## src/hdl/cache_defs.svh

```systemverilog
// Cache geometry and widths

`ifndef CACHE_DEFS_SVH
`define CACHE_DEFS_SVH

// data widths
`define CACHE_WORD_W      32
`define CACHE_LINE_W      128

// processor word address split
`define CACHE_ADDR_W      30
`define CACHE_OFFSET_W    2   // word in line
`define CACHE_INDEX_W     2   // set select
`define CACHE_TAG_W       26

// organisation
`define CACHE_WORDS       4
`define CACHE_SETS        4
`define CACHE_WAYS        2

`define CACHE_LINE_ADDR_W 28  // memory is addressed by whole lines

`endif

```

## src/hdl/cache_pkg.sv

```systemverilog
// Cache types
`default_nettype none

`include "cache_defs.svh"

package cache_pkg;

	// ----------------------------------------------------------------------
	// data and address types
	// ----------------------------------------------------------------------
	typedef logic [`CACHE_WORD_W-1:0]      word_t;
	typedef logic [`CACHE_ADDR_W-1:0]      word_addr_t;
	typedef logic [`CACHE_LINE_W-1:0]      line_t;      // word 0 in low bits
	typedef logic [`CACHE_LINE_ADDR_W-1:0] line_addr_t;

	typedef logic [`CACHE_TAG_W-1:0]    tag_t;
	typedef logic [`CACHE_INDEX_W-1:0]  index_t;
	typedef logic [`CACHE_OFFSET_W-1:0] offset_t;
	typedef logic                       way_t;

	// controller states
	typedef enum logic [1:0] {
		CACHE_READY     = 2'd0,
		CACHE_WRITEBACK = 2'd1,
		CACHE_FILL      = 2'd2
	} cache_state_t;

endpackage

`default_nettype wire

```

## src/hdl/cache_ctrl.sv

```systemverilog
// Cache miss controller
`timescale 1ns/1ps
`default_nettype none

`include "cache_defs.svh"

module cache_ctrl import cache_pkg::*; (
	input  wire        clk,
	input  wire        rst_n,
	input  logic       i_proc_read,
	input  logic       i_proc_write,
	input  word_addr_t i_proc_addr,
	input  logic       i_hit,
	input  logic       i_victim_valid,
	input  line_addr_t i_victim_line_addr,
	input  logic       i_mem_ready,
	output logic       o_proc_stall,
	output logic       o_mem_read,
	output logic       o_mem_write,
	output line_addr_t o_mem_addr,
	output logic       o_touch,
	output logic       o_word_write,
	output logic       o_fill_done
);

	cache_state_t state_q;
	cache_state_t state_d;
	logic         req;
	logic         ready_hit;
	line_addr_t   req_line_addr;

	assign req           = i_proc_read | i_proc_write;
	assign ready_hit     = (state_q == CACHE_READY) & i_hit;
	assign req_line_addr = i_proc_addr[`CACHE_ADDR_W-1:`CACHE_OFFSET_W];

	// ----------------------------------------------------------------------
	// processor side
	// ----------------------------------------------------------------------
	assign o_proc_stall = req & ~ready_hit;
	assign o_touch      = req & ready_hit;           // refreshes lru
	assign o_word_write = i_proc_write & ready_hit;

	// ----------------------------------------------------------------------
	// memory side
	// ----------------------------------------------------------------------
	assign o_mem_write = (state_q == CACHE_WRITEBACK);
	assign o_mem_read  = (state_q == CACHE_FILL);
	assign o_fill_done = o_mem_read & i_mem_ready;

	// victim address only while writing back
	assign o_mem_addr = o_mem_write ? i_victim_line_addr : req_line_addr;

	// next state
	always_comb begin
		state_d = state_q;
		case (state_q)
			CACHE_READY: begin
				if (req && !i_hit) begin
					// never loaded ways skip the write-back
					state_d = i_victim_valid ? CACHE_WRITEBACK : CACHE_FILL;
				end
			end
			CACHE_WRITEBACK: begin
				if (i_mem_ready) begin
					state_d = CACHE_FILL;
				end
			end
			CACHE_FILL: begin
				if (i_mem_ready) begin
					state_d = CACHE_READY;
				end
			end
			default: state_d = CACHE_READY;
		endcase
	end

	always_ff @(posedge clk or negedge rst_n) begin
		if (!rst_n) begin
			state_q <= CACHE_READY;
		end else begin
			state_q <= state_d;
		end
	end

endmodule

`default_nettype wire

```

## src/hdl/cache_tag_store.sv

```systemverilog
// Tag, valid and LRU store
`timescale 1ns/1ps
`default_nettype none

`include "cache_defs.svh"

module cache_tag_store import cache_pkg::*; (
	input  wire        clk,
	input  wire        rst_n,
	input  word_addr_t i_proc_addr,
	input  logic       i_touch,
	input  logic       i_fill_done,
	output logic       o_hit,
	output way_t       o_sel_way,
	output logic       o_victim_valid,
	output line_addr_t o_victim_line_addr
);

	tag_t tag_q   [`CACHE_SETS][`CACHE_WAYS];
	logic valid_q [`CACHE_SETS][`CACHE_WAYS];
	way_t lru_q   [`CACHE_SETS];   // way to evict next

	index_t                  set_idx;
	tag_t                    req_tag;
	logic [`CACHE_WAYS-1:0]  way_hit;
	way_t                    sel_way;

	assign set_idx = i_proc_addr[`CACHE_OFFSET_W +: `CACHE_INDEX_W];
	assign req_tag = i_proc_addr[`CACHE_ADDR_W-1 -: `CACHE_TAG_W];

	// ----------------------------------------------------------------------
	// lookup and way choice
	// ----------------------------------------------------------------------
	always_comb begin
		way_hit = '0;
		for (int w = 0; w < `CACHE_WAYS; w++) begin
			way_hit[w] = valid_q[set_idx][w] && (tag_q[set_idx][w] == req_tag);
		end
	end

	// hit way, else lowest empty way, else lru
	always_comb begin
		sel_way = lru_q[set_idx];
		for (int w = `CACHE_WAYS - 1; w >= 0; w--) begin
			if (!valid_q[set_idx][w])
				sel_way = way_t'(w);
		end
		for (int w = 0; w < `CACHE_WAYS; w++) begin
			if (way_hit[w])
				sel_way = way_t'(w);
		end
	end

	assign o_hit              = |way_hit;
	assign o_sel_way          = sel_way;
	assign o_victim_valid     = valid_q[set_idx][sel_way];
	assign o_victim_line_addr = {tag_q[set_idx][sel_way], set_idx};

	// ----------------------------------------------------------------------
	// state update
	// ----------------------------------------------------------------------
	always_ff @(posedge clk or negedge rst_n) begin
		if (!rst_n) begin
			for (int s = 0; s < `CACHE_SETS; s++) begin
				lru_q[s] <= 1'b0;
				for (int w = 0; w < `CACHE_WAYS; w++) begin
					tag_q[s][w]   <= '0;
					valid_q[s][w] <= 1'b0;
				end
			end
		end else if (i_fill_done) begin
			tag_q[set_idx][sel_way]   <= req_tag;
			valid_q[set_idx][sel_way] <= 1'b1;
			lru_q[set_idx]            <= ~sel_way;  // filled way is now newest
		end else if (i_touch) begin
			lru_q[set_idx] <= ~sel_way;
		end
	end

endmodule

`default_nettype wire

```

## src/hdl/cache_data_store.sv

```systemverilog
// Cache line storage
`timescale 1ns/1ps
`default_nettype none

`include "cache_defs.svh"

module cache_data_store import cache_pkg::*; (
	input  wire        clk,
	input  word_addr_t i_proc_addr,
	input  way_t       i_sel_way,
	input  word_t      i_proc_wdata,
	input  logic       i_word_write,
	input  logic       i_fill_done,
	input  line_t      i_mem_rdata,
	output word_t      o_proc_rdata,
	output line_t      o_line
);

	word_t   mem [`CACHE_SETS][`CACHE_WAYS][`CACHE_WORDS];
	index_t  set_idx;
	offset_t word_idx;

	assign word_idx = i_proc_addr[`CACHE_OFFSET_W-1:0];
	assign set_idx  = i_proc_addr[`CACHE_OFFSET_W +: `CACHE_INDEX_W];

	// ----------------------------------------------------------------------
	// write port
	// ----------------------------------------------------------------------
	always_ff @(posedge clk) begin
		if (i_fill_done) begin
			for (int w = 0; w < `CACHE_WORDS; w++) begin
				mem[set_idx][i_sel_way][w] <= i_mem_rdata[w*`CACHE_WORD_W +: `CACHE_WORD_W];
			end
		end else if (i_word_write) begin
			mem[set_idx][i_sel_way][word_idx] <= i_proc_wdata;
		end
	end

	// ----------------------------------------------------------------------
	// read ports
	// ----------------------------------------------------------------------
	assign o_proc_rdata = mem[set_idx][i_sel_way][word_idx];

	// whole line for write-back, word 0 lowest
	always_comb begin
		o_line = '0;
		for (int w = 0; w < `CACHE_WORDS; w++) begin
			o_line[w*`CACHE_WORD_W +: `CACHE_WORD_W] = mem[set_idx][i_sel_way][w];
		end
	end

endmodule

`default_nettype wire

```

## src/hdl/cache_top.sv

```systemverilog
// 2-way data cache top
`timescale 1ns/1ps
`default_nettype none

module cache_top import cache_pkg::*; (
	input  wire        clk,
	input  wire        rst_n,
	// processor port
	input  logic       i_proc_read,
	input  logic       i_proc_write,
	input  word_addr_t i_proc_addr,
	input  word_t      i_proc_wdata,
	output word_t      o_proc_rdata,
	output logic       o_proc_stall,
	// memory port
	input  line_t      i_mem_rdata,
	input  logic       i_mem_ready,
	output logic       o_mem_read,
	output logic       o_mem_write,
	output line_addr_t o_mem_addr,
	output line_t      o_mem_wdata
);

	logic       hit;
	logic       victim_valid;
	line_addr_t victim_line_addr;
	way_t       sel_way;
	logic       touch;
	logic       word_write;
	logic       fill_done;

	// ----------------------------------------------------------------------
	// controller
	// ----------------------------------------------------------------------
	cache_ctrl u_ctrl (
		.clk                (clk),
		.rst_n              (rst_n),
		.i_proc_read        (i_proc_read),
		.i_proc_write       (i_proc_write),
		.i_proc_addr        (i_proc_addr),
		.i_hit              (hit),
		.i_victim_valid     (victim_valid),
		.i_victim_line_addr (victim_line_addr),
		.i_mem_ready        (i_mem_ready),
		.o_proc_stall       (o_proc_stall),
		.o_mem_read         (o_mem_read),
		.o_mem_write        (o_mem_write),
		.o_mem_addr         (o_mem_addr),
		.o_touch            (touch),
		.o_word_write       (word_write),
		.o_fill_done        (fill_done)
	);

	// ----------------------------------------------------------------------
	// storage
	// ----------------------------------------------------------------------
	cache_tag_store u_tags (
		.clk                (clk),
		.rst_n              (rst_n),
		.i_proc_addr        (i_proc_addr),
		.i_touch            (touch),
		.i_fill_done        (fill_done),
		.o_hit              (hit),
		.o_sel_way          (sel_way),
		.o_victim_valid     (victim_valid),
		.o_victim_line_addr (victim_line_addr)
	);

	cache_data_store u_data (
		.clk          (clk),
		.i_proc_addr  (i_proc_addr),
		.i_sel_way    (sel_way),
		.i_proc_wdata (i_proc_wdata),
		.i_word_write (word_write),
		.i_fill_done  (fill_done),
		.i_mem_rdata  (i_mem_rdata),
		.o_proc_rdata (o_proc_rdata),
		.o_line       (o_mem_wdata)   // victim line on write-back
	);

endmodule

`default_nettype wire

```

## config.mk

```make
export PLATFORM = sky130hd
export DESIGN_NAME = cache_top
export DESIGN_NICKNAME = d
export VERILOG_FILES = /design/src/hdl/cache_pkg.sv /design/src/hdl/cache_ctrl.sv /design/src/hdl/cache_tag_store.sv /design/src/hdl/cache_data_store.sv /design/src/hdl/cache_top.sv
export VERILOG_INCLUDE_DIRS = /design/src /design/src/hdl
export SDC_FILE = /design/constraint.sdc
export NUM_CORES = 2
export LEC_CHECK = 0
export BUFFER_PORTS_ARGS = -buffer_cell sky130_fd_sc_hd__buf_2
export CORE_MARGIN = 2
export CORE_UTILIZATION = 55
export DETAILED_ROUTE_END_ITERATION = 10
export PLACE_DENSITY = 0.77
export SLEW_MARGIN = 20
export SYNTH_ARGS = -nofsm -noshare
export SYNTH_HDL_FRONTEND = slang
export SYNTH_HIERARCHICAL = 1
export SYNTH_SLANG_ARGS = --single-unit
```

## constraint.sdc

```tcl
create_clock -name clk -period 5.9 [get_ports clk]
set_input_delay 0.295 -clock clk [delete_from_list [all_inputs] [get_ports clk]]
set_output_delay 0.295 -clock clk [all_outputs]
set_load 0.01 [all_outputs]
```

==> flow_metrics.tcl <==
set metrics [dict create \
    status "finished with violations" \
    violations "DRC" \
    synthesis.nets 3940 \
    port_buffers 385 \
    critPathArrivalTime_ns 5.46 \
    ys_warn_count 6 \
    dp_cells 5238 \
    grt_util_met2_pct 50.3 \
    rsz0062_at_grt "no" \
    internal_power_mw 19.2 \
    finalClockSkew_ns 0.0686 \
    clock.fmax_mhz 174 \
    grt_use_met3_pct 10.4 \
    htreeDepth 4 \
    syn_area_per_cell_um2 14.8 \
    start_kind "register" \
    setup_slack_ns 0.146 \
    placementRows 116 \
    drc_errors 2 \
    fp.coreArea_mm2 0.100 \
    clk_pin_slew_worst_paths_ns 0.06 \
    yosys_register_bits 1246 \
    combPwrFrac_pct 32.3 \
    cts_inserted_buffers 130 \
    path_delay_family "compound AO/OA/AOI/OAI gates" \
    drv_cap 0 \
    stdcell_count 5527 \
    synth_ff_type "edfxtp_1" \
    die_height_um 322 \
    netlist_top_cells_area "edfxtp_1, dfrtp_1, mux2_2" \
    viasPerCell 6.82 \
    end_kind "output port" \
    gr-usage-met1_pct 43.8 \
    nets 4320 \
    p_leak_nw 22.4 \
    switching_power_mw 9.46 \
    r2r_cells 13 \
    area_delta_synth_final_pct 15.2 \
    antenna_left 0 \
    whs_ns 0.0413 \
    synth_edf_count 1024 \
    clock_sinks 1246 \
    min_period_ns 5.75 \
    finalSetupViolCount 0 \
    totalWireLength_um 178000 \
    yosys.area.top_type_share_pct 55.4 \
    pwr-share-seq_pct 40.2 \
    post-route-period-util_pct 97.5 \
    cp_slowest_cell "o31ai_1" \
    critPathKind "reg -> out" \
    grt_max_degree 109 \
    cts-root-buf "clkbuf_16" \
    min_delay_path_depth 2 \
    clk_latency_ns 0.76 \
    routabilityCongestion 0.962 \
    worst_pin_slew_ns 1.18 \
    postLayoutCoreUtil_pct 63.9 \
    slew_headroom_pct 21.6 \
    hpwl_um 115000 \
    synth-seq-area-share_pct 65.4 \
    hp-class "in -> reg" \
    first_pass_iters 11 \
    slowest_delay_ns 0.73 \
    ios 386 \
    grt_busiest_layer "met2" \
    die_w_um 322 \
    critPathMaxFanout 21 \
    path_cells "mux4_2 -> o2bb2ai_1 -> a211o_1 -> or4_1 -> a2111oi_4 -> nor2_4 -> inv_8 -> or2_2 -> buf_4 -> a2bb2oi_1 -> o22ai_1 -> o31ai_1 -> a221o_1 -> buf_2" \
    powerDensity_mw_per_mm2 449 \
    drive_gt1_share_pct 32.5 \
    clkPwrFrac_pct 27.5 \
    overflow 0 \
    grt_first_pass_wirelength_um 250000 \
    critPathBufInv 3 \
    grt_usage_pct 33.8 \
    tns_ns 0 \
    vias 37694 \
    maxSlewViolCount 0 \
    cts.path.max_buffers 3 \
    async_flop_share_pct 17.8 \
    cts_tree "done" \
    drt-initial-drc-count 5970 \
    grt_pass1_vias 36048 \
    dp_slack_ns 0.385 \
    cts_setup_buffers 0 \
    wl_per_cell_um 32.2 \
    dieArea_mm2 0.103 \
    cp.depth 14 \
    power_switching_share_pct 33.0 \
    hold_viol 0 \
    n_fill_cell 6960 \
    ir_drop_mv 0.357 \
    yosysTopAreaCell "edfxtp_1" \
    antenna_found_initial 21 \
    synthCells 3745 \
    cp.required_ns 5.61 \
    initial_utilization_pct 55.5 \
    synthesis.area_mm2 0.0555 \
    synth.distinct_cells 75 \
]
power by group through the flow:
| stage | Clock [mW] | Sequential, mW | Combinational, mW |
|---|---|---|---|
| final | 7.88 | 11.5 | 9.27 |
| after global placement | 0 | 11.6 | 8.78 |
| after detailed placement | 0 | 11.7 | 8.95 |
| after floorplan | 0 | 11.5 | 5.94 |
| after CTS | 7.92 | 11.5 | 9.04 |
| after global routing | 8.24 | 11.6 | 9.63 |
per-stage QoR:
| step | instance area (µm²) | power, mW |
|---|---|---|
| after floorplan | 55500 | 17.5 |
| after global placement | 59300 | 20.4 |
| after detailed placement | 59300 | 20.6 |
| after CTS | 63900 | 28.5 |
| after global routing | 63900 | 29.5 |
| final | 63900 | 28.7 |
synth_stat cells (3+ instances only):
master and n:
edfxtp_1 1024, mux2_2 440, nand2_1 360, a21oi_1 250
dfrtp_1 222, o21ai_0 199, mux4_2 140, clkbuf_1 137
o22ai_1 111, buf_2 99, o221ai_1 90, nor2_1 88
mux2i_1 67, nor2b_1 60, buf_4 42, xnor2_1 40
a22oi_1 37, and2_1 37, buf_1 32, a211oi_1 31
o31a_1 20, a221o_1 16, inv_1 14, a22o_1 13
buf_6 13, a2bb2oi_1 12, xor2_1 12, nand2b_1 10
mux2_4 9, or2_2 9, a211o_1 8, mux2_1 8
nor3_1 8, o31ai_1 8, nand4_1 7, a21oi_2 5
a221oi_1 5, and3_1 5, nand3_1 5, nor3_2 4
o311ai_0 3
cells by family (layout without fill, tap and decap cells):
group	count (synthesis)	after routing	share of synthesized area, %
buffers and inverters	340	821	3.03
DFF	1246	1246	65.4
other	0	3	0
muxes	664	664	16.2
and+or+nand+nor	612	612	4.97
AOI/OAI and AO/OA	831	831	9.51
xor gates and xnor gates	52	52	0.821
sequential cells by signal, summed over array words and instances (netlist names):
register,flops
u_ctrl/state_q,2
u_tags/lru_q,4
u_data/mem,1024
u_tags/valid_q,8
u_tags/tag_q,208
layout by cell type (no fill, tap or decap), types with 16 or more instances in the layout:
master	netlist	layout
a211oi_1	31	31
o31a_1	20	20
a21oi_1	250	230
o22ai_1	111	110
buf_2	99	382
a21oi_4	0	20
edfxtp_1	1024	1024
mux2_2	440	440
o21ai_0	199	199
dfrtp_1	222	222
dlygate4sd3_1	0	53
and2_1	37	35
nor2b_1	60	58
o221ai_1	90	90
xnor2_1	40	40
nand2_1	360	356
mux4_2	140	140
mux2i_1	67	67
clkinv_2	0	20
buf_4	42	102
clkbuf_16	0	132
a22oi_1	37	37
clkbuf_1	137	34
buf_12	1	31
a221o_1	16	16
nor2_1	88	74
clkinv_1	0	23
worst reg2reg max path: cells and delay by family, from the launching register on:
| family | cells | cell delay, ns |
|---|---|---|
| AO/OA/AOI/OAI | 4 | 1.05 |
| buffers and inverters | 4 | 1.33 |
| AND/OR/NAND/NOR | 4 | 1.34 |
| flip-flops | 1 | 0.39 |
| multiplexers | 1 | 0.49 |
worst paths after layout:
kind	start	end	slack, ns
hold reg to reg	u_tags/valid_q[5]$_DFFE_PN0P_	u_tags/valid_q[5]$_DFFE_PN0P_	0.47
min in group asynchronous	rst_n	u_tags/tag_q[85]$_DFFE_PN0P_	0.18
hold / removal	i_proc_addr[19]	u_tags/tag_q[93]$_DFFE_PN0P_	0.04
setup / recovery	u_tags/tag_q[11]$_DFFE_PN0P_	o_proc_rdata[4]	0.15
setup reg to reg	u_tags/tag_q[11]$_DFFE_PN0P_	u_data/mem[1][50]$_DFFE_PP_	0.91
max in group asynchronous	rst_n	u_tags/tag_q[23]$_DFFE_PN0P_	4.45
layout make-up:
| class | instances | area [µm²] | share of cell area, % |
|---|---|---|---|
| timing repair buffer | 573 | 3890 | 6.10 |
| sequential | 1246 | 36300 | 56.8 |
| clock buffer | 169 | 3470 | 5.43 |
| antenna | 3 | 7.51 | 0.0118 |
| multi-input combinational | 2159 | 17900 | 28.1 |
| inverter | 15 | 66.3 | 0.104 |
| clock inverter | 64 | 588 | 0.920 |
| tap | 1298 | 1620 | 2.54 |
repair_timing:
item                                    in CTS  in global routing
hold endpoints to repair                   493                  0
endpoints found under the setup margin       0                  4
hold buffers                                53                  0
resized for setup                            0                  3
layer usage:
metal	up-vias	part of all wire (%)	wire length, µm
li1	15310	-	-
met1	18620	34	61100
met2	3117	44	78900
met3	619	14	25700
met4	28	6.8	12000
met5	-	0.094	168
No activity file was read; power rests on OpenSTA's default activity.
